===== config.mk =====
export PLATFORM = sky130hd
export DESIGN_NAME = decode_stage
export DESIGN_NICKNAME = d
export VERILOG_FILES = /design/src/verilog/decode_pkg.sv /design/src/verilog/slot_if.sv /design/src/verilog/slot_decoder.sv /design/src/verilog/pair_check.sv /design/src/verilog/barrier_ctrl.sv /design/src/verilog/issue_regs.sv /design/src/verilog/decode_stage.sv
export SDC_FILE = /design/constraint.sdc
export NUM_CORES = 1
export LEC_CHECK = 0
export BUFFER_PORTS_ARGS = -buffer_cell sky130_fd_sc_hd__buf_4
export CORE_UTILIZATION = 43
export DETAILED_ROUTE_END_ITERATION = 16
export PLACE_DENSITY = 0.77
export SLEW_MARGIN = 10
export SYNTH_ARGS = -nofsm -noshare
export SYNTH_HDL_FRONTEND = slang
export SYNTH_HIERARCHICAL = 1
export SYNTH_SLANG_ARGS = --single-unit

===== constraint.sdc =====
create_clock -name clk -period 5.13 [get_ports clk]
set_clock_uncertainty 0.1 [all_clocks]
set_input_delay 1.026 -clock clk [delete_from_list [all_inputs] [get_ports clk]]
set_output_delay 1.026 -clock clk [all_outputs]
set_load 0.05 [all_outputs]

===== src/verilog/decode_pkg.sv =====
package decode_pkg;

   // architectural widths
   localparam int XLEN   = 32;
   localparam int INST_W = 32;
   localparam int REG_W  = 5;
   localparam int EXC_W  = 6;

   // instruction field positions
   localparam int OPC_HI = 31;
   localparam int OPC_LO = 26;
   localparam int RK_LO  = 10;
   localparam int RJ_LO  = 5;
   localparam int RD_LO  = 0;

   // reduced opcode classes, anything unknown lands on ILLEGAL
   typedef enum logic [3:0] {
      ALU, MUL, DIV, LOAD, STORE, BEQ, BL,
      SYSCALL, BREAK, DBAR, IDLE, FADD, ILLEGAL
   } op_class_t;

   // opcode table, bits 31:26 of the instruction
   localparam logic [5:0] OPC_ALU     = 6'h01;
   localparam logic [5:0] OPC_MUL     = 6'h02;
   localparam logic [5:0] OPC_DIV     = 6'h03;
   localparam logic [5:0] OPC_LOAD    = 6'h04;
   localparam logic [5:0] OPC_STORE   = 6'h05;
   localparam logic [5:0] OPC_BEQ     = 6'h06;
   localparam logic [5:0] OPC_BL      = 6'h07;
   localparam logic [5:0] OPC_SYSCALL = 6'h08;
   localparam logic [5:0] OPC_BREAK   = 6'h09;
   localparam logic [5:0] OPC_DBAR    = 6'h0a;
   localparam logic [5:0] OPC_IDLE    = 6'h0b;
   localparam logic [5:0] OPC_FADD    = 6'h0c;

   // exception codes
   localparam logic [EXC_W-1:0] EXC_INT = 6'd0;
   localparam logic [EXC_W-1:0] EXC_SYS = 6'd11;
   localparam logic [EXC_W-1:0] EXC_BRK = 6'd12;
   localparam logic [EXC_W-1:0] EXC_INE = 6'd13;
   localparam logic [EXC_W-1:0] EXC_FPD = 6'd15;

   // bl writes its return address here
   localparam logic [REG_W-1:0] RF_LINK = 5'd1;

   // decoded result of one slot
   typedef struct packed {
      op_class_t        op_class;
      logic             rj_read;
      logic             rk_read;
      logic             rd_read;
      logic             rf_wen;
      logic [REG_W-1:0] rf_target;
   } dec_op_t;

   // barrier fsm states
   typedef enum logic [1:0] {
      BAR_IDLE, BAR_STRONG, BAR_WAIT
   } barrier_state_t;

endpackage


===== src/verilog/slot_if.sv =====
`timescale 1ns/1ns

interface slot_if
   import decode_pkg::*;
();

   // one decoded slot as seen after the decoder
   logic              valid;
   logic [XLEN-1:0]   pc;
   logic [INST_W-1:0] inst;
   dec_op_t           op;
   // resolved exception after priority
   logic              exception;
   logic [EXC_W-1:0]  exccode;

   // decoder side drives everything
   modport dec (
      output valid, pc, inst, op, exception, exccode
   );

   // pair checker and issue registers only read
   modport sink (
      input valid, pc, inst, op, exception, exccode
   );

endinterface


===== src/verilog/slot_decoder.sv =====
`timescale 1ns/1ns

module slot_decoder
   import decode_pkg::*;
(
   input  logic [INST_W-1:0] inst,
   input  logic [XLEN-1:0]   pc,
   input  logic              valid,
   input  logic              fetch_exception,
   input  logic [EXC_W-1:0]  fetch_exccode,
   input  logic              int_except,
   input  logic              fpu_enable,
   slot_if.dec               s
);

   op_class_t        cls;
   dec_op_t          op;
   logic [REG_W-1:0] rd;
   logic             fpd;
   logic             exc;
   logic [EXC_W-1:0] code;

   assign rd = inst[RD_LO +: REG_W];

   // opcode table lookup
   always_comb
   begin
      case (inst[OPC_HI:OPC_LO])
         OPC_ALU:     cls = ALU;
         OPC_MUL:     cls = MUL;
         OPC_DIV:     cls = DIV;
         OPC_LOAD:    cls = LOAD;
         OPC_STORE:   cls = STORE;
         OPC_BEQ:     cls = BEQ;
         OPC_BL:      cls = BL;
         OPC_SYSCALL: cls = SYSCALL;
         OPC_BREAK:   cls = BREAK;
         OPC_DBAR:    cls = DBAR;
         OPC_IDLE:    cls = IDLE;
         OPC_FADD:    cls = FADD;
         default:     cls = ILLEGAL;
      endcase
   end

   // register read and write rules per class
   always_comb
   begin
      op.op_class = cls;
      op.rj_read  = cls inside {ALU, MUL, DIV, LOAD, STORE, BEQ};
      op.rk_read  = cls inside {ALU, MUL, DIV};
      // store data and branch compare come in on rd
      op.rd_read  = cls inside {STORE, BEQ};
      op.rf_wen   = cls inside {ALU, MUL, DIV, LOAD, BL};
      // bl links to r1, target stays zero without a write
      if (cls == BL)
         op.rf_target = RF_LINK;
      else if (op.rf_wen)
         op.rf_target = rd;
      else
         op.rf_target = '0;
   end

   // float op while the fpu is switched off
   assign fpd = (cls == FADD) && !fpu_enable;

   // fixed exception priority, interrupt first
   always_comb
   begin
      exc = 1'b1;
      if (int_except)
         code = EXC_INT;
      else if (fetch_exception)
         code = fetch_exccode;
      else if (cls == SYSCALL)
         code = EXC_SYS;
      else if (cls == BREAK)
         code = EXC_BRK;
      else if (cls == ILLEGAL)
         code = EXC_INE;
      else if (fpd)
         code = EXC_FPD;
      else
      begin
         exc  = 1'b0;
         code = '0;
      end
   end

   assign s.valid     = valid;
   assign s.pc        = pc;
   assign s.inst      = inst;
   assign s.op        = op;
   assign s.exception = exc;
   assign s.exccode   = code;

endmodule


===== src/verilog/pair_check.sv =====
`timescale 1ns/1ns

module pair_check
   import decode_pkg::*;
(
   slot_if.sink s0,
   slot_if.sink s1,
   output logic pair_ok
);

   logic [REG_W-1:0] rj1;
   logic [REG_W-1:0] rk1;
   logic [REG_W-1:0] rd1;
   logic [REG_W-1:0] w0;
   logic             data_hazard;
   logic             unit_conflict;
   logic             single_issue;
   op_class_t        c0;
   op_class_t        c1;

   assign c0 = s0.op.op_class;
   assign c1 = s1.op.op_class;

   // source registers of the younger slot
   assign rj1 = s1.inst[RJ_LO +: REG_W];
   assign rk1 = s1.inst[RK_LO +: REG_W];
   assign rd1 = s1.inst[RD_LO +: REG_W];

   // target is already zero when slot 0 does not write
   assign w0 = s0.op.rf_target;

   // raw between the two slots, r0 never counts
   assign data_hazard = s0.op.rf_wen && (w0 != '0) &&
                        ((s1.op.rj_read && (rj1 == w0)) ||
                         (s1.op.rk_read && (rk1 == w0)) ||
                         (s1.op.rd_read && (rd1 == w0)));

   // one multiplier/divider, one lsu, one branch unit
   assign unit_conflict = ((c0 inside {MUL, DIV})   && (c1 inside {MUL, DIV}))   ||
                          ((c0 inside {LOAD, STORE}) && (c1 inside {LOAD, STORE})) ||
                          ((c0 inside {BEQ, BL})     && (c1 inside {BEQ, BL}));

   // these always go down the pipe alone
   assign single_issue = s0.exception || s1.exception ||
                         (c0 inside {DIV, DBAR, IDLE}) ||
                         (c1 inside {DIV, DBAR, IDLE});

   assign pair_ok = s0.valid && s1.valid &&
                    !data_hazard && !unit_conflict && !single_issue;

endmodule


===== src/verilog/barrier_ctrl.sv =====
`timescale 1ns/1ns

module barrier_ctrl
   import decode_pkg::*;
(
   input  logic      clk,
   input  logic      rst,
   input  logic      flush,
   input  logic      int_except,
   input  logic      take,
   input  op_class_t s0_class,
   input  logic      mshr_empty,
   input  logic      pipe_busy,
   output logic      idle
);

   barrier_state_t state;

   always_ff @(posedge clk)
   begin
      // flush wins over any pending barrier
      if (rst || flush)
         state <= BAR_IDLE;
      else
      begin
         case (state)
            BAR_IDLE:
            begin
               // only slot 0 can hold a barrier, pairing keeps it alone
               if (take && (s0_class == DBAR))
                  state <= BAR_STRONG;
               else if (take && (s0_class == IDLE))
                  state <= BAR_WAIT;
            end
            BAR_STRONG:
            begin
               // wait for outstanding misses and an empty back end
               if (mshr_empty && !pipe_busy)
                  state <= BAR_IDLE;
            end
            BAR_WAIT:
            begin
               // idle sleeps until an interrupt arrives
               if (int_except)
                  state <= BAR_IDLE;
            end
            default:
               state <= BAR_IDLE;
         endcase
      end
   end

   assign idle = (state == BAR_IDLE);

endmodule


===== src/verilog/issue_regs.sv =====
`timescale 1ns/1ns

module issue_regs
   import decode_pkg::*;
(
   input  logic              clk,
   input  logic              rst,
   input  logic              take,
   input  logic              flush,
   input  logic              pair_ok,
   input  logic              bar_idle,
   slot_if.sink              s0,
   slot_if.sink              s1,
   output logic              is_slot0_valid,
   output logic              is_slot1_valid,
   output logic [XLEN-1:0]   is_slot0_pc,
   output logic [INST_W-1:0] is_slot0_inst,
   output dec_op_t           is_slot0_op,
   output logic              is_slot0_exception,
   output logic [EXC_W-1:0]  is_slot0_exccode,
   output logic [XLEN-1:0]   is_slot1_pc,
   output logic [INST_W-1:0] is_slot1_inst,
   output dec_op_t           is_slot1_op,
   output logic              is_slot1_exception,
   output logic [EXC_W-1:0]  is_slot1_exccode
);

   logic v0;
   logic v1;

   // valid bits, a take without an offer leaves a bubble
   always_ff @(posedge clk)
   begin
      if (rst || flush)
      begin
         v0 <= 1'b0;
         v1 <= 1'b0;
      end
      else if (take)
      begin
         v0 <= s0.valid;
         v1 <= s1.valid && pair_ok;
      end
   end

   // payload, holds under back-pressure
   always_ff @(posedge clk)
   begin
      if (take)
      begin
         is_slot0_pc        <= s0.pc;
         is_slot0_inst      <= s0.inst;
         is_slot0_op        <= s0.op;
         is_slot0_exception <= s0.exception;
         is_slot0_exccode   <= s0.exccode;
      end
      // slot 1 only moves when it pairs with slot 0
      if (take && pair_ok)
      begin
         is_slot1_pc        <= s1.pc;
         is_slot1_inst      <= s1.inst;
         is_slot1_op        <= s1.op;
         is_slot1_exception <= s1.exception;
         is_slot1_exccode   <= s1.exccode;
      end
   end

   // held barrier op stays invisible until release
   assign is_slot0_valid = v0 && bar_idle;
   assign is_slot1_valid = v1 && bar_idle;

endmodule


===== src/verilog/decode_stage.sv =====
`timescale 1ns/1ns

module decode_stage
   import decode_pkg::*;
(
   input  logic              clk,
   input  logic              rst,
   input  logic              exception,
   input  logic              eret,
   input  logic              bru_cancel,
   input  logic              int_except,
   input  logic              fpu_enable,
   input  logic              mshr_empty,
   input  logic              pipe_busy,
   input  logic              is_allow_in,
   input  logic              de_slot0_valid,
   input  logic [XLEN-1:0]   de_slot0_pc,
   input  logic [INST_W-1:0] de_slot0_inst,
   input  logic              de_slot0_exception,
   input  logic [EXC_W-1:0]  de_slot0_exccode,
   input  logic              de_slot1_valid,
   input  logic [XLEN-1:0]   de_slot1_pc,
   input  logic [INST_W-1:0] de_slot1_inst,
   input  logic              de_slot1_exception,
   input  logic [EXC_W-1:0]  de_slot1_exccode,
   output logic              de_allow_in,
   output logic [1:0]        de_accept,
   output logic              is_slot0_valid,
   output logic              is_slot1_valid,
   output logic [XLEN-1:0]   is_slot0_pc,
   output logic [INST_W-1:0] is_slot0_inst,
   output dec_op_t           is_slot0_op,
   output logic              is_slot0_exception,
   output logic [EXC_W-1:0]  is_slot0_exccode,
   output logic [XLEN-1:0]   is_slot1_pc,
   output logic [INST_W-1:0] is_slot1_inst,
   output dec_op_t           is_slot1_op,
   output logic              is_slot1_exception,
   output logic [EXC_W-1:0]  is_slot1_exccode
);

   slot_if s0 ();
   slot_if s1 ();

   logic flush;
   logic pair_ok;
   logic bar_idle;
   logic bar_take;

   // any redirect from the back end empties the stage
   assign flush       = exception || eret || bru_cancel;
   assign de_allow_in = bar_idle && (is_allow_in || flush);
   // bit 1 tells fetch whether slot 1 went along
   assign de_accept   = {de_allow_in && pair_ok, de_allow_in};
   // barrier only arms on a real slot 0 instruction
   assign bar_take    = de_allow_in && s0.valid;

   slot_decoder slot0_dec_i (
      .inst(de_slot0_inst), .pc(de_slot0_pc), .valid(de_slot0_valid),
      .fetch_exception(de_slot0_exception), .fetch_exccode(de_slot0_exccode),
      .int_except(int_except), .fpu_enable(fpu_enable), .s(s0)
   );

   // interrupts are taken on the oldest slot only
   slot_decoder slot1_dec_i (
      .inst(de_slot1_inst), .pc(de_slot1_pc), .valid(de_slot1_valid),
      .fetch_exception(de_slot1_exception), .fetch_exccode(de_slot1_exccode),
      .int_except(1'b0), .fpu_enable(fpu_enable), .s(s1)
   );

   pair_check pair_i (.s0(s0), .s1(s1), .pair_ok(pair_ok));

   barrier_ctrl barrier_i (
      .clk(clk), .rst(rst), .flush(flush), .int_except(int_except),
      .take(bar_take), .s0_class(s0.op.op_class),
      .mshr_empty(mshr_empty), .pipe_busy(pipe_busy), .idle(bar_idle)
   );

   issue_regs regs_i (
      .clk(clk), .rst(rst), .take(de_allow_in), .flush(flush),
      .pair_ok(pair_ok), .bar_idle(bar_idle), .s0(s0), .s1(s1),
      .is_slot0_valid(is_slot0_valid), .is_slot1_valid(is_slot1_valid),
      .is_slot0_pc(is_slot0_pc), .is_slot0_inst(is_slot0_inst),
      .is_slot0_op(is_slot0_op), .is_slot0_exception(is_slot0_exception),
      .is_slot0_exccode(is_slot0_exccode),
      .is_slot1_pc(is_slot1_pc), .is_slot1_inst(is_slot1_inst),
      .is_slot1_op(is_slot1_op), .is_slot1_exception(is_slot1_exception),
      .is_slot1_exccode(is_slot1_exccode)
   );

endmodule


[Yosys cells after proc, flatten, opt, wreduce, memory -nomap -nowiden]
Memories as Yosys holds them, arrays and structs flattened.
Index checks and enable logic that the tools add are counted.
Operators by class
  eq/ne operators: 32
  mux-type cells: 31
  bitwise operators: 1
  reductions and logical operators: 63
Operator list (count)
  $mux W6: 8
  $eq A4 B4 Y1 const B: 10
  $eq A4 B3 Y1 const B: 8
  $logic_and A1 B1 Y1: 23
  $eq A4 B2 Y1 const B: 4
  $mux W4: 4
  $reduce_bool A2 Y1: 8
  $eq A5 B5 Y1: 3
  $reduce_bool A5 Y1: 3
  $mux W1: 12
  $reduce_bool A3 Y1: 4
  $reduce_bool A6 Y1: 2
  $logic_or A1 B1 Y1: 11
  $mux W5: 2
  $eq A4 B1 Y1 const B: 2
  $logic_not A4 Y1: 2
  $mux W2: 4
  $logic_not A2 Y1: 3
  $pmux W2 S3: 1
  $logic_not A1 Y1: 5
  $ne A3 B1 Y1 const B: 1
  $reduce_and A3 Y1: 1
  $eq A2 B1 Y1 const B: 1
  $eq A2 B2 Y1 const B: 1
  other kinds (4): 4
Storage, ports and cells
  flip-flop bits (word level): 172
  bits in read-only memories: 128
  bits of input ports: 154
  output and inout bits: 173
  word-level logic and storage cells: 153
  memories: 2
Memories
  (no name shown): words 16, bits a word 4, read ports 1, clocked after memory_dff 0, write ports 0, RTL line slot_decoder.sv:28  | case (inst[OPC_HI:OPC_LO])
  (no name shown): words 16, bits a word 4, read ports 1, clocked after memory_dff 0, write ports 0, RTL line slot_decoder.sv:28

[Longest topological paths before layout]
Gate-level depths: netlist of the first run.
  word-level depth: 16
  mapped depth: 14
  depth with buffers taken out: 14

[Hierarchy]
Netlist of the first run, hierarchy kept.
Modules (own cells, without submodules)
  issue_regs: instances 1, cells each 178, area each 5153.7 um^2, sequential area each 5084.9 um^2
  slot_decoder (slot1_dec_i): instances 1, cells each 142, area each 1061.0 um^2, sequential area each 0.0 um^2
  slot_decoder (slot0_dec_i): instances 1, cells each 142, area each 1033.5 um^2, sequential area each 0.0 um^2
  pair_check: instances 1, cells each 45, area each 316.6 um^2, sequential area each 0.0 um^2
  barrier_ctrl: instances 1, cells each 12, area each 110.1 um^2, sequential area each 40.0 um^2
  decode_stage: instances 1, cells each 7, area each 48.8 um^2, sequential area each 0.0 um^2

[Least setup slack after synthesis of the first run]
No wires, ideal clock.
  path type: input -> register
  start point: input port eret
  end point: register regs_i.is_slot1_exccode[0] (enable)
  setup time: 406 ps
  arrival time: 5014 ps
  required time: 4624 ps
  slack: -389 ps
  cell stages on the path: 3
  path buffers: 0
  path through: or4_4 -> and2_1 -> and2_2
On the way
  cells in the longest elaborated chain, start to end: 5
RTL lines
  start: declaration: RTL line decode_stage.sv:9  | input logic eret,
  $logic_or A1 B1 Y1 (2 in a row): RTL line decode_stage.sv:51  | assign flush = exception || eret || bru_cancel;
  $logic_or A1 B1 Y1: RTL line decode_stage.sv:52  | assign de_allow_in = bar_idle && (is_allow_in || flush);
  $logic_and A1 B1 Y1: RTL line decode_stage.sv:52
  net de_allow_in: RTL line decode_stage.sv:26  | output logic de_allow_in,
  $logic_and A1 B1 Y1: RTL line issue_regs.sv:58  | if (take && pair_ok)
  end signal: assignment: RTL line issue_regs.sv:64  | is_slot1_exccode <= s1.exccode;
  end: declaration: RTL line issue_regs.sv:25  | output logic [EXC_W-1:0] is_slot1_exccode
The timed path passes the listed nets, and every way through them passes these cells.
A chain may end at the register's enable or synchronous reset.

==> metrics.txt, run 1 <==
# TYPE chip_impl_metric gauge
chip_impl_info{name="outcome",value="completed"} 1
chip_impl_metric{name="yosysWarningCount",unit=""} 6
chip_impl_metric{name="synth.cell_area",unit="um2"} 7720
chip_impl_metric{name="worst-slew-pin-transition",unit="ps"} 881
chip_impl_metric{name="netlist_instances",unit=""} 526
chip_impl_metric{name="antenna_found_initial",unit=""} 0
chip_impl_metric{name="initialDrtViolationCount",unit=""} 267
chip_impl_metric{name="clock_power_share",unit="%"} 36.6
chip_impl_info{name="cts_tree",value="built"} 1
chip_impl_metric{name="first_pass_iters",unit=""} 4
chip_impl_metric{name="floorplan.die_area",unit="um2"} 18500
chip_impl_metric{name="arrival",unit="ps"} 3800
chip_impl_metric{name="drc",unit=""} 0
chip_impl_metric{name="hpwlAfterDp",unit="um"} 14300
chip_impl_metric{name="non_filler_cell_area_final",unit="um2"} 10100
chip_impl_metric{name="final_util",unit="%"} 58.2
chip_impl_info{name="dominantRegCellSynth",value="edfxtp_1"} 1
chip_impl_metric{name="cts.sinks",unit=""} 172
chip_impl_metric{name="layoutNonFillerInstCount",unit=""} 989
chip_impl_info{name="timing.critical_path.from_type",value="primary input"} 1
chip_impl_metric{name="detail_route.vias_per_cell",unit=""} 4.70
chip_impl_metric{name="timing_max_transition_violations_final",unit=""} 0
chip_impl_metric{name="setup_tns",unit="ps"} 0
chip_impl_metric{name="fillCellCount",unit=""} 1409
chip_impl_metric{name="postSynth.asyncResetShare",unit="%"} 0
chip_impl_metric{name="power_leakage",unit="nW"} 4.24
chip_impl_metric{name="power.ir.vdd_worst",unit="mV"} 0.209
chip_impl_metric{name="floorplan.io_pins",unit=""} 327
chip_impl_metric{name="global_route.usage.total",unit="%"} 19.4
chip_impl_metric{name="global_route.overflow_total",unit=""} 0
chip_impl_metric{name="total_detailed_routing_wirelength",unit="um"} 18700
chip_impl_metric{name="clock_tree.htree_level_count",unit=""} 4
chip_impl_metric{name="finalWeightedCongestion",unit=""} 0.831
chip_impl_metric{name="setup_violations",unit=""} 0
chip_impl_info{name="setup_repair_after_global_routing_missed_its_margin",value="no"} 1
chip_impl_metric{name="cell_internal_pwr",unit="mW"} 2.39
chip_impl_metric{name="portBuffers",unit=""} 326
chip_impl_metric{name="cts_inserted_buffers",unit=""} 17
chip_impl_metric{name="power.density_cell_area",unit="nW/um2"} 318
chip_impl_metric{name="switching_share",unit="%"} 26.0
chip_impl_metric{name="timing.final.hold_violations",unit=""} 0
chip_impl_metric{name="avg_inst_size_synth",unit="um2"} 14.7
chip_impl_metric{name="seq_power_share",unit="%"} 49.6
chip_impl_info{name="cts_root_buf",value="clkbuf_16"} 1
chip_impl_metric{name="area_delta_synth_final",unit="%"} 31.2
chip_impl_metric{name="cell_count_after_placement",unit=""} 956
chip_impl_metric{name="dpl_cell_area",unit="um2"} 9530
chip_impl_metric{name="vias",unit=""} 4652
chip_impl_info{name="hold_path.class",value="flop to flop"} 1
chip_impl_metric{name="global_route_wire_length_before_repair",unit="um"} 26000
chip_impl_metric{name="timing.final.crit_share",unit="%"} 96.1
chip_impl_metric{name="synth_edf_count",unit=""} 168
chip_impl_metric{name="cts-root-to-sink-buffers",unit=""} 2
chip_impl_metric{name="antenna-diode-count",unit=""} 0
chip_impl_metric{name="worstPathMaxFanout",unit=""} 5
chip_impl_metric{name="detail-route-antenna-nets",unit=""} 0
chip_impl_metric{name="fmaxAchievable",unit="MHz"} 203
chip_impl_metric{name="synth_seq_cells",unit=""} 172
chip_impl_metric{name="grt_pass1_vias",unit=""} 4564
chip_impl_metric{name="maximum_number_of_pins_on_one_net_before_global_route_repair",unit=""} 68
chip_impl_metric{name="drive_gt1_share",unit="%"} 53.3
chip_impl_metric{name="finalHoldWorstSlack",unit="ps"} 347
chip_impl_metric{name="clock_latency_late_sink",unit="ps"} 410
chip_impl_metric{name="timing.slew.headroom",unit="%"} 41.2
chip_impl_metric{name="num_rows",unit=""} 48
chip_impl_metric{name="initial_utilization",unit="%"} 44.3
chip_impl_metric{name="floorplan.core_area",unit="um2"} 17400
chip_impl_metric{name="final_period_minus_worst_setup_slack",unit="ps"} 4930
chip_impl_metric{name="ys_seq_area_share",unit="%"} 66.4
chip_impl_metric{name="yosysUniqueCellTypes",unit=""} 59
chip_impl_metric{name="p_switching",unit="mW"} 0.837
chip_impl_info{name="criticalPathCategory",value="primary input to output port"} 1
chip_impl_metric{name="clkTransAtPathRegs",unit="ps"} 70
chip_impl_info{name="setup.worst_path.end_class",value="output port"} 1
chip_impl_metric{name="layout.nets",unit=""} 914
chip_impl_metric{name="max_cap_viol_count",unit=""} 0
chip_impl_metric{name="die_y",unit="um"} 136
chip_impl_metric{name="chipWidth",unit="um"} 136
chip_impl_metric{name="pwr-share-comb",unit="%"} 13.9
chip_impl_metric{name="worst_ep_required_time",unit="ps"} 4000
chip_impl_metric{name="drt-wirelength-per-cell",unit="um"} 18.9
-- final cells by class --
cell class                 count  area, um2  share of cell area, %
clock buffer                  18        429                   4.24
clock inverter                13        109                   1.07
inverter                      11       45.0                  0.445
multi-input combinational    211       1580                   15.6
sequential                   172       5120                   50.6
tap                          225        282                   2.78
timing repair buffer         339       2560                   25.2
-- path summary, 6_finish.rpt --
path / startpoint / end / slack (ps) / cells past startpoint
worst max-delay path: de_slot0_inst[26] / de_accept[1] / 200 / 15
worst min-delay path: barrier_i/state[0]$_SDFFE_PP0P_ / barrier_i/state[1]$_SDFFE_PP0P_ / 350 / 1
worst min register to register: barrier_i/state[0]$_SDFFE_PP0P_ / barrier_i/state[1]$_SDFFE_PP0P_ / 350 / 1
worst max register to register: barrier_i/state[1]$_SDFFE_PP0P_ / regs_i/is_slot0_pc[14]$_DFFE_PP_ / 2800 / 3
-- cell usage after synthesis, types with 5 or more instances --
| library cell | count | area (um2) |
|---|---|---|
| buf_4 | 135 | 1010 |
| nand2_1 | 13 | 48.8 |
| o21ai_1 | 7 | 35.0 |
| nand3b_1 | 5 | 37.5 |
| and2_1 | 13 | 81.3 |
| xor2_1 | 13 | 114 |
| ha_1 | 8 | 100 |
| a211oi_2 | 5 | 62.6 |
| nand2b_1 | 7 | 43.8 |
| o21ai_0 | 8 | 40.0 |
| edfxtp_1 | 168 | 5040 |
| nor2_1 | 21 | 78.8 |
| a21oi_1 | 12 | 60.1 |
| and3b_1 | 8 | 70.1 |
| xnor2_1 | 7 | 61.3 |
| o22ai_1 | 5 | 31.3 |
| inv_1 | 11 | 41.3 |
-- cell families (layout without fill, tap and decap cells) --
logic type / count (synthesis) / count (layout) / synth area share (%)
adder cells (fa/ha/maj): 8 / 8 / 1.30
flip-flops: 172 / 172 / 66.4
multiplexers: 3 / 3 / 0.405
XOR/XNOR: 20 / 20 / 2.27
AND/OR/NAND/NOR: 109 / 109 / 8.55
AO/OA/AOI/OAI: 63 / 63 / 6.87
buffers and inverters: 150 / 381 / 14.2
other: 1 / 8 / 0.0486
-- layout by cell type (no fill, tap or decap), drive strengths merged, types with 9 or more instances in the layout --
master,Yosys,final
inv,11,16
and3b,9,9
clkbuf,2,18
edfxtp,168,168
buf,137,339
and2,16,16
xor2,13,13
nand2,13,13
nor2,21,21
a21oi,15,15
o21ai,16,16
-- timing repair --
action,in CTS,in global routing
resized for setup,0,9
hold buffers,0,0
setup endpoints to repair,0,1
setup buffers,0,2
-- registers in the layout, indices dropped and copies added, names as in the netlist, 2 cells and up --
signal and cells:
regs_i/is_slot0_op 13, regs_i/is_slot1_pc 32, regs_i/is_slot0_exccode 6, barrier_i/state 2, regs_i/is_slot0_pc 32, regs_i/is_slot1_op 13
regs_i/is_slot1_exccode 6, regs_i/is_slot0_inst 32, regs_i/is_slot1_inst 32
-- per-stage QoR --
step	power, mW	setup WS (ps)
after detailed placement	2.07	88.7
after global placement	2.06	127
final	3.22	201
after floorplan	1.95	76.0
after CTS	3.25	71.3
after global routing	3.33	17.1
-- power by group through the flow --
stage	sequential [mW]	combinational [mW]	clock [mW]
2_1_floorplan	1.78	0.171	0
3_3_place_gp	1.63	0.437	0
3_5_place_dp	1.63	0.443	0
4_1_cts	1.60	0.445	1.21
5_1_grt	1.60	0.469	1.26
6_report	1.60	0.447	1.18
-- layer usage --
layer  global-route usage (%)  share of wire [%]
met5                        0                  0
met4                     8.77                2.4
met3                     5.22                7.5
met2                     34.2                 53
met1                     21.8                 37
-- worst max-delay path, cell delays in order --
cell and delay [ps]:
buf_4 140, clkinvlp_4 110, buf_4 110, ha_1 140, nor2_1 70, a211o_1 360
a21oi_2 160, o21ai_1 80, buf_4 160, or4_1 480, o21ai_2 190, a31oi_4 70
a2111oi_4 300, and3_1 210, buf_4 200
No activity file was read; power rests on OpenSTA's default activity.
==> run 2, diff against run 1 <==
CORE_UTILIZATION = 40   (was 43)
PLACE_DENSITY = 0.74   (was 0.77)
SYNTH_HIERARCHICAL = default   (was 1)
==> metrics.txt, run 2 <==
# TYPE chip_impl_metric gauge
chip_impl_metric{name="timing.final.hold_violations",unit=""} 0
chip_impl_metric{name="timing_max_transition_violations_final",unit=""} 0
chip_impl_metric{name="portBuffers",unit=""} 326
chip_impl_metric{name="cp.buffers_inverters",unit=""} 4
chip_impl_metric{name="pwr-share-comb",unit="%"} 13.5
chip_impl_metric{name="holdBufCountCts",unit=""} 0
chip_impl_metric{name="ctsResizeCount",unit=""} 0
chip_impl_metric{name="area_delta_synth_final",unit="%"} 48.6
chip_impl_metric{name="ff2ff_path_depth",unit=""} 9
chip_impl_metric{name="grt_pass1_vias",unit=""} 4870
chip_impl_metric{name="layoutNonFillerInstCount",unit=""} 990
chip_impl_metric{name="total_detailed_routing_wirelength",unit="um"} 18800
chip_impl_metric{name="finalWeightedCongestion",unit=""} 0.837
chip_impl_metric{name="chipWidth",unit="um"} 131
chip_impl_info{name="most_repeated_library_cell_on_the_critical_path",value="buf_4"} 1
chip_impl_metric{name="worst-slew-pin-transition",unit="ps"} 1080
chip_impl_metric{name="cell_internal_pwr",unit="mW"} 2.42
chip_impl_metric{name="hpwlAfterDp",unit="um"} 14500
chip_impl_metric{name="detail_route.vias_per_cell",unit=""} 4.91
chip_impl_metric{name="global_route.overflow_total",unit=""} 0
chip_impl_metric{name="seq_power_share",unit="%"} 49.5
chip_impl_metric{name="clock_tree.htree_level_count",unit=""} 4
chip_impl_info{name="hold_path.class",value="flop to flop"} 1
chip_impl_metric{name="fillCellCount",unit=""} 1276
chip_impl_metric{name="clock_latency_late_sink",unit="ps"} 420
chip_impl_metric{name="timing.final.crit_share",unit="%"} 94.8
chip_impl_metric{name="power.density_cell_area",unit="nW/um2"} 325
chip_impl_metric{name="ys_seq_area_share",unit="%"} 76.6
chip_impl_info{name="synthDominantAreaCellType",value="edfxtp_1"} 1
chip_impl_info{name="setup.worst_path.end_class",value="output port"} 1
chip_impl_metric{name="maximum_number_of_pins_on_one_net_before_global_route_repair",unit=""} 85
chip_impl_metric{name="initial_utilization",unit="%"} 41.5
chip_impl_metric{name="min_path_cells",unit=""} 1
chip_impl_metric{name="detail-route-antenna-nets",unit=""} 0
chip_impl_metric{name="non_filler_cell_area_final",unit="um2"} 9940
chip_impl_metric{name="clkTransAtPathRegs",unit="ps"} 60
chip_impl_metric{name="clock_power_share",unit="%"} 36.9
chip_impl_info{name="worst_path_dominant_cell_family",value="simple AND/OR/NAND/NOR gates"} 1
chip_impl_metric{name="post_cts_buffers",unit=""} 0
chip_impl_metric{name="floorplan.io_pins",unit=""} 327
chip_impl_metric{name="drive_gt1_share",unit="%"} 48.6
chip_impl_metric{name="dpl_cell_area",unit="um2"} 9390
chip_impl_info{name="cts_root_buf",value="clkbuf_16"} 1
chip_impl_metric{name="synth_seq_cells",unit=""} 172
chip_impl_info{name="crit_path_cell_trace",value="buf_4 -> inv_1 -> ha_1 -> nand2b_1 -> a22o_1 -> nand2_1 -> nor4_1 -> a21oi_1 -> or4_1 -> nand4_2 -> clkinvlp_4 -> buf_4"} 1
chip_impl_info{name="yosysMostFrequentCell",value="edfxtp_1"} 1
chip_impl_metric{name="worstPathMaxFanout",unit=""} 11
chip_impl_metric{name="synth_fp_nets",unit=""} 589
chip_impl_metric{name="worst_ep_required_time",unit="ps"} 4000
chip_impl_metric{name="post-synth-top-area-fraction",unit="%"} 75.4
chip_impl_metric{name="regArea",unit="um2"} 5120
chip_impl_info{name="critical-path-slowest-cell",value="or4_1"} 1
chip_impl_metric{name="avg_inst_size_synth",unit="um2"} 15.7
chip_impl_metric{name="synth.cell_area",unit="um2"} 6690
chip_impl_metric{name="timing.critical_path.slowest_cell_delay",unit="ps"} 570
chip_impl_metric{name="initialDrtViolationCount",unit=""} 252
chip_impl_metric{name="die_y",unit="um"} 131
chip_impl_metric{name="final_period_minus_worst_setup_slack",unit="ps"} 4860
chip_impl_info{name="holdCritStartpoint",value="barrier_i.state[0]$_SDFFE_PP0P_"} 1
chip_impl_info{name="outcome",value="completed"} 1
chip_impl_info{name="timing.critical_path.from_type",value="primary input"} 1
chip_impl_metric{name="setup_violations",unit=""} 0
chip_impl_metric{name="total_power",unit="mW"} 3.23
chip_impl_metric{name="first_pass_iters",unit=""} 5
chip_impl_metric{name="power.ir.vdd_worst",unit="mV"} 0.204
chip_impl_metric{name="max_cap_viol_count",unit=""} 0
chip_impl_info{name="cts_tree",value="built"} 1
chip_impl_metric{name="arrival",unit="ps"} 3740
chip_impl_metric{name="fmaxAchievable",unit="MHz"} 206
chip_impl_metric{name="cts-root-to-sink-buffers",unit=""} 2
chip_impl_metric{name="cts.sinks",unit=""} 172
chip_impl_metric{name="timing.slew.headroom",unit="%"} 27.8
chip_impl_metric{name="power_leakage",unit="nW"} 4.21
chip_impl_metric{name="cell_count_after_placement",unit=""} 958
chip_impl_info{name="regToRegStartpoint",value="barrier_i.state[1]$_SDFFE_PP0P_"} 1
chip_impl_info{name="mostFrequentLayoutCell",value="buf_4"} 1
chip_impl_metric{name="setup_tns",unit="ps"} 0
chip_impl_metric{name="layout.nets",unit=""} 923
chip_impl_info{name="commonest_cells_after_routing_fill_and_taps_aside",value="buf_4, edfxtp_1, nor2_1"} 1
chip_impl_info{name="worst_hold_path.endpoint",value="barrier_i.state[1]$_SDFFE_PP0P_"} 1
chip_impl_info{name="setup_repair_after_global_routing_missed_its_margin",value="no"} 1
chip_impl_metric{name="antenna_found_initial",unit=""} 0
chip_impl_metric{name="switching_share",unit="%"} 25.1
chip_impl_metric{name="drc",unit=""} 0
chip_impl_info{name="cp-startpoint",value="de_slot0_inst[26]"} 1
chip_impl_metric{name="global_route_wire_length_before_repair",unit="um"} 28000
chip_impl_metric{name="finalHoldWorstSlack",unit="ps"} 336
chip_impl_metric{name="vias",unit=""} 4862
chip_impl_info{name="dominantRegCellSynth",value="edfxtp_1"} 1
chip_impl_metric{name="num_rows",unit=""} 46
chip_impl_info{name="worstReg2RegEnd",value="regs_i.is_slot1_pc[22]$_DFFE_PP_"} 1
chip_impl_info{name="criticalPathCategory",value="primary input to output port"} 1
chip_impl_metric{name="floorplan.core_area",unit="um2"} 16100
chip_impl_metric{name="netlist_instances",unit=""} 427
chip_impl_metric{name="p_switching",unit="mW"} 0.809
chip_impl_metric{name="yosysUniqueCellTypes",unit=""} 62
chip_impl_metric{name="yosysWarningCount",unit=""} 0
chip_impl_metric{name="postSynth.asyncResetShare",unit="%"} 0
chip_impl_metric{name="cts_inserted_buffers",unit=""} 17
chip_impl_info{name="post_synth_main_area_contributors",value="edfxtp_1, nor2_1, a21oi_1, ha_1, dfxtp_1"} 1
chip_impl_metric{name="global_route.usage.total",unit="%"} 21.7
chip_impl_metric{name="drt-wirelength-per-cell",unit="um"} 18.9
chip_impl_metric{name="ff2ff_setup_slack",unit="ps"} 1910
chip_impl_metric{name="antenna-diode-count",unit=""} 0
chip_impl_info{name="netlist_top_cells_count",value="edfxtp_1, nor2_1, a21oi_1"} 1
chip_impl_metric{name="floorplan.die_area",unit="um2"} 17200
chip_impl_metric{name="multiInputGateArea",unit="um2"} 1430
chip_impl_metric{name="synth_edf_count",unit=""} 168
run 2: power by group through the flow:
stage               Clock, mW  Sequential [mW]  Combinational, mW
floorplan                   0             1.78             0.0906
global placement            0             1.63              0.429
detailed placement          0             1.63              0.437
CTS                      1.21             1.60              0.439
global route             1.27             1.60              0.460
finish                   1.19             1.60              0.437
run 2: cells by family after synthesis:
group                      Yosys count  share of synthesized area [%]
DFF                                172                           76.6
and+or+nand+nor                    134                           11.2
adders and majority gates            8                           1.50
AOI/OAI and AO/OA                   66                           6.75
xor gates and xnor gates            11                           1.44
muxes                                1                          0.168
buffers and inverters               35                           2.34
run 2: metal layers:
metal | vias up | global-route usage [%] | routed length [um]
met4 | 0 | 10.6 | 624
met1 | 2320 | 23.8 | 6890
met3 | 42 | 6.87 | 1380
li1 | 2278 | - | -
met2 | 222 | 38.2 | 9870
met5 | - | 0 | 0
run 2: per-stage QoR:
stage / util [%] / setup slack [ps]
floorplan: - / -434
global placement: 58.3 / 394
detailed placement: 58.3 / 315
CTS: 61.7 / 297
global route: 61.7 / 85.3
finish: 61.7 / 267
run 2: cell type report:
cell class / count / area share [%]
flip-flops and latches: 172 / 51.6
repair buffers: 330 / 24.9
multi-input cells: 220 / 14.4
clock buffers: 18 / 4.32
well taps: 216 / 2.72
clock inverters: 14 / 1.21
inverters: 20 / 0.831
run 2: worst max-delay path by stage:
stage	to	cells past startpoint
after floorplan	de_accept[1]	8
after global placement	de_accept[1]	12
after detailed placement	de_accept[1]	12
after CTS	de_accept[1]	12
after global routing	de_accept[1]	12
final	de_accept[1]	12
==> run 3, diff against run 2 <==
ABC_AREA = 1   (was default)
PLACE_DENSITY = 0.72   (was 0.74)
SYNTH_HIERARCHICAL = 1   (was default)
==> metrics.txt, run 3 <==
# TYPE chip_impl_metric gauge
chip_impl_metric{name="fillCellCount",unit=""} 1582
chip_impl_info{name="outcome",value="completed"} 1
chip_impl_metric{name="ff2ff_path_depth",unit=""} 5
chip_impl_metric{name="detail-route-antenna-nets",unit=""} 0
chip_impl_metric{name="ctsResizeCount",unit=""} 0
chip_impl_metric{name="maximum_number_of_pins_on_one_net_before_global_route_repair",unit=""} 85
chip_impl_metric{name="worstPathMaxFanout",unit=""} 9
chip_impl_metric{name="power_leakage",unit="nW"} 4.64
chip_impl_metric{name="post_cts_buffers",unit=""} 0
chip_impl_metric{name="synth-xor-area-share",unit="%"} 0
chip_impl_metric{name="yosysWarningCount",unit=""} 6
chip_impl_metric{name="post-route-worst-setup-slack",unit="ps"} 475
chip_impl_metric{name="detailedPlace.worstSlack",unit="ps"} 444
chip_impl_metric{name="synth.cell_area",unit="um2"} 7650
chip_impl_metric{name="clkTransAtPathRegs",unit="ps"} 70
chip_impl_metric{name="detail_route.vias_per_cell",unit=""} 4.42
chip_impl_metric{name="yosysUniqueCellTypes",unit=""} 24
chip_impl_info{name="timing.critical_path.from_type",value="primary input"} 1
chip_impl_metric{name="power.ir.vdd_worst",unit="mV"} 0.220
chip_impl_metric{name="power.density_cell_area",unit="nW/um2"} 330
chip_impl_metric{name="fmaxAchievable",unit="MHz"} 215
chip_impl_info{name="cts_tree",value="built"} 1
chip_impl_metric{name="regArea",unit="um2"} 5120
chip_impl_metric{name="total_detailed_routing_wirelength",unit="um"} 17500
chip_impl_metric{name="die_y",unit="um"} 140
chip_impl_metric{name="holdBufCountCts",unit=""} 0
chip_impl_metric{name="ff2ff_setup_slack",unit="ps"} 2770
chip_impl_metric{name="setup_tns",unit="ps"} 0
chip_impl_info{name="capture_point_of_the_critical_path",value="de_accept[1]"} 1
chip_impl_metric{name="worst-slew-pin-transition",unit="ps"} 758
chip_impl_metric{name="clock_latency_late_sink",unit="ps"} 420
chip_impl_metric{name="drive_gt1_share",unit="%"} 44.4
chip_impl_info{name="commonest_cells_after_routing_fill_and_taps_aside",value="buf_4, edfxtp_1, nand2_1"} 1
chip_impl_info{name="setup_repair_after_global_routing_missed_its_margin",value="no"} 1
chip_impl_metric{name="cts-root-to-sink-buffers",unit=""} 2
chip_impl_metric{name="antenna-diode-count",unit=""} 0
chip_impl_metric{name="drt-wirelength-per-cell",unit="um"} 15.7
chip_impl_metric{name="floorplan.core_area",unit="um2"} 18700
chip_impl_metric{name="area_delta_synth_final",unit="%"} 31.5
chip_impl_info{name="regToRegStartpoint",value="barrier_i/state[1]$_SDFFE_PP0P_"} 1
chip_impl_metric{name="layoutNonFillerInstCount",unit=""} 1113
chip_impl_info{name="setup.worst_path.end_class",value="output port"} 1
chip_impl_metric{name="timing.slew.headroom",unit="%"} 49.4
chip_impl_metric{name="global_route_wire_length_before_repair",unit="um"} 26100
chip_impl_metric{name="avg_inst_size_synth",unit="um2"} 11.9
chip_impl_metric{name="final_util",unit="%"} 53.8
chip_impl_metric{name="num_rows",unit=""} 50
chip_impl_info{name="criticalPathCategory",value="primary input to output port"} 1
chip_impl_metric{name="ys_seq_area_share",unit="%"} 67.0
chip_impl_metric{name="clock_tree.htree_level_count",unit=""} 4
chip_impl_metric{name="first_pass_iters",unit=""} 5
chip_impl_info{name="dominantRegCellSynth",value="edfxtp_1"} 1
chip_impl_metric{name="initial_utilization",unit="%"} 40.9
chip_impl_metric{name="floorplan.io_pins",unit=""} 327
chip_impl_metric{name="global_route.overflow_total",unit=""} 0
chip_impl_metric{name="timing.final.crit_share",unit="%"} 90.7
chip_impl_metric{name="drc",unit=""} 0
chip_impl_metric{name="floorplan.die_area",unit="um2"} 19700
chip_impl_metric{name="synth_edf_count",unit=""} 168
chip_impl_info{name="worstReg2RegEnd",value="regs_i/is_slot0_pc[23]$_DFFE_PP_"} 1
chip_impl_info{name="synthDominantAreaCellType",value="edfxtp_1"} 1
chip_impl_metric{name="vias",unit=""} 4925
chip_impl_metric{name="cts_inserted_buffers",unit=""} 17
chip_impl_metric{name="netlist_instances",unit=""} 645
chip_impl_metric{name="initialDrtViolationCount",unit=""} 222
chip_impl_info{name="hold_path.class",value="flop to flop"} 1
chip_impl_info{name="main_combinational_cell_family_by_area_after_synthesis",value="buffers and inverters"} 1
chip_impl_metric{name="worst_ep_required_time",unit="ps"} 4000
chip_impl_metric{name="finalWeightedCongestion",unit=""} 0.836
chip_impl_metric{name="adder_cell_area_share_of_the_yosys_netlist",unit="%"} 1.31
chip_impl_metric{name="cts.sinks",unit=""} 172
chip_impl_info{name="post_synth_main_area_contributors",value="edfxtp_1, buf_4, nand2_1, inv_1, nor2_1"} 1
chip_impl_metric{name="arrival",unit="ps"} 3530
chip_impl_metric{name="synth_seq_cells",unit=""} 172
chip_impl_info{name="holdCritStartpoint",value="regs_i/v0$_SDFFE_PP0P_"} 1
chip_impl_info{name="yosysMostFrequentCell",value="edfxtp_1"} 1
chip_impl_metric{name="total_power",unit="mW"} 3.33
chip_impl_metric{name="timing_max_transition_violations_final",unit=""} 0
chip_impl_metric{name="timing.final.hold_violations",unit=""} 0
chip_impl_metric{name="antenna_found_initial",unit=""} 0
chip_impl_metric{name="chipWidth",unit="um"} 140
chip_impl_metric{name="postSynth.asyncResetShare",unit="%"} 0
chip_impl_metric{name="portBuffers",unit=""} 326
chip_impl_metric{name="synthSimpleGateAreaFrac",unit="%"} 13.8
chip_impl_metric{name="synth_compound_gate_area_share",unit="%"} 1.23
chip_impl_info{name="cp-startpoint",value="de_slot0_inst[26]"} 1
chip_impl_info{name="cts_root_buf",value="clkbuf_16"} 1
chip_impl_metric{name="global_route.usage.total",unit="%"} 17.8
chip_impl_metric{name="layout.nets",unit=""} 1028
chip_impl_info{name="netlist_top_cells_count",value="edfxtp_1, buf_4, nand2_1"} 1
chip_impl_metric{name="cell_count_after_placement",unit=""} 1081
chip_impl_metric{name="setup_violations",unit=""} 0
chip_impl_metric{name="max_cap_viol_count",unit=""} 0
chip_impl_metric{name="grt_pass1_vias",unit=""} 4896
chip_impl_metric{name="synth.area.mux_share",unit="%"} 0
chip_impl_metric{name="multiInputGateArea",unit="um2"} 1270
chip_impl_metric{name="hpwlAfterDp",unit="um"} 13300
chip_impl_metric{name="post-synth-top-area-fraction",unit="%"} 65.9
chip_impl_metric{name="final_period_minus_worst_setup_slack",unit="ps"} 4650
chip_impl_info{name="mostFrequentLayoutCell",value="buf_4"} 1
==> run 3: changes by cell type after synthesis, sizes merged, moves of 17 or more <==
cell	change
nor2	+28
buf	+124
inv	+56
nand2	+114
a21oi	-17
nand3	+27
==> run 3: how the worst min path moves through the flow <==
stage / end / slack [ps] / depth (start not counted)
6_report: regs_i/v0$_SDFFE_PP0P_ / 370 / 2
5_1_grt: regs_i/v0$_SDFFE_PP0P_ / 400 / 2
4_1_cts: regs_i/v0$_SDFFE_PP0P_ / 370 / 2
3_5_place_dp: regs_i/v0$_SDFFE_PP0P_ / 360 / 2
3_3_place_gp: regs_i/v0$_SDFFE_PP0P_ / 350 / 2
2_1_floorplan: regs_i/v0$_SDFFE_PP0P_ / 340 / 2
==> run 3: stage by stage <==
stage                     area [um2]  hold WS (ps)
after floorplan                 7670           338
after CTS                      10100           369
after global placement          9470           350
after detailed placement        9470           359
after global routing           10100           397
final                          10100           369
==> run 3: kinds of logic (layout without fill, tap and decap cells) <==
family                   Yosys count  count (layout)
flip-flops                       172             172
adder cells (fa/ha/maj)            8               8
AND/OR/NAND/NOR                  237             237
buffers and inverters            209             439
other                              1               5
AO/OA/AOI/OAI                     18              18
==> run 3: area by class of cell <==
cell class              count  share of cell area [%]
flip-flops and latches    172                    50.9
well taps                 234                    2.91
clock buffers              17                    4.23
inverters                  78                    2.96
repair buffers            329                    24.7
clock inverters            15                    1.72
multi-input cells         268                    12.6
==> run 3: where the power goes <==
part	switching (mW)	internal [mW]
combinational	0.272	0.157
clock	0.599	0.697
sequential	0.0133	1.59
==> run 3: metal layers <==
layer | global-route usage, % | vias up | wire [um]
met1 | 20.7 | 2310 | 7040
li1 | - | 2430 | -
met4 | 6.42 | 0 | 131
met3 | 4.68 | 9 | 1110
met2 | 31.7 | 176 | 9220
met5 | 0 | - | 0
==> run 3: worst max-delay path, cell delays in order <==
cell,delay [ps]
buf_4,120
inv_1,110
ha_1,260
inv_1,60
nand2_1,40
nand3_1,90
nand3_2,140
inv_1,230
nand3_1,170
nand2_2,110
nand2_1,60
nand2_1,170
nand2_1,70
nand2_1,60
nor2_1,40
nand3_1,70
nand3_1,110
a21oi_2,220
inv_1,60
nor2_1,100
buf_4,200
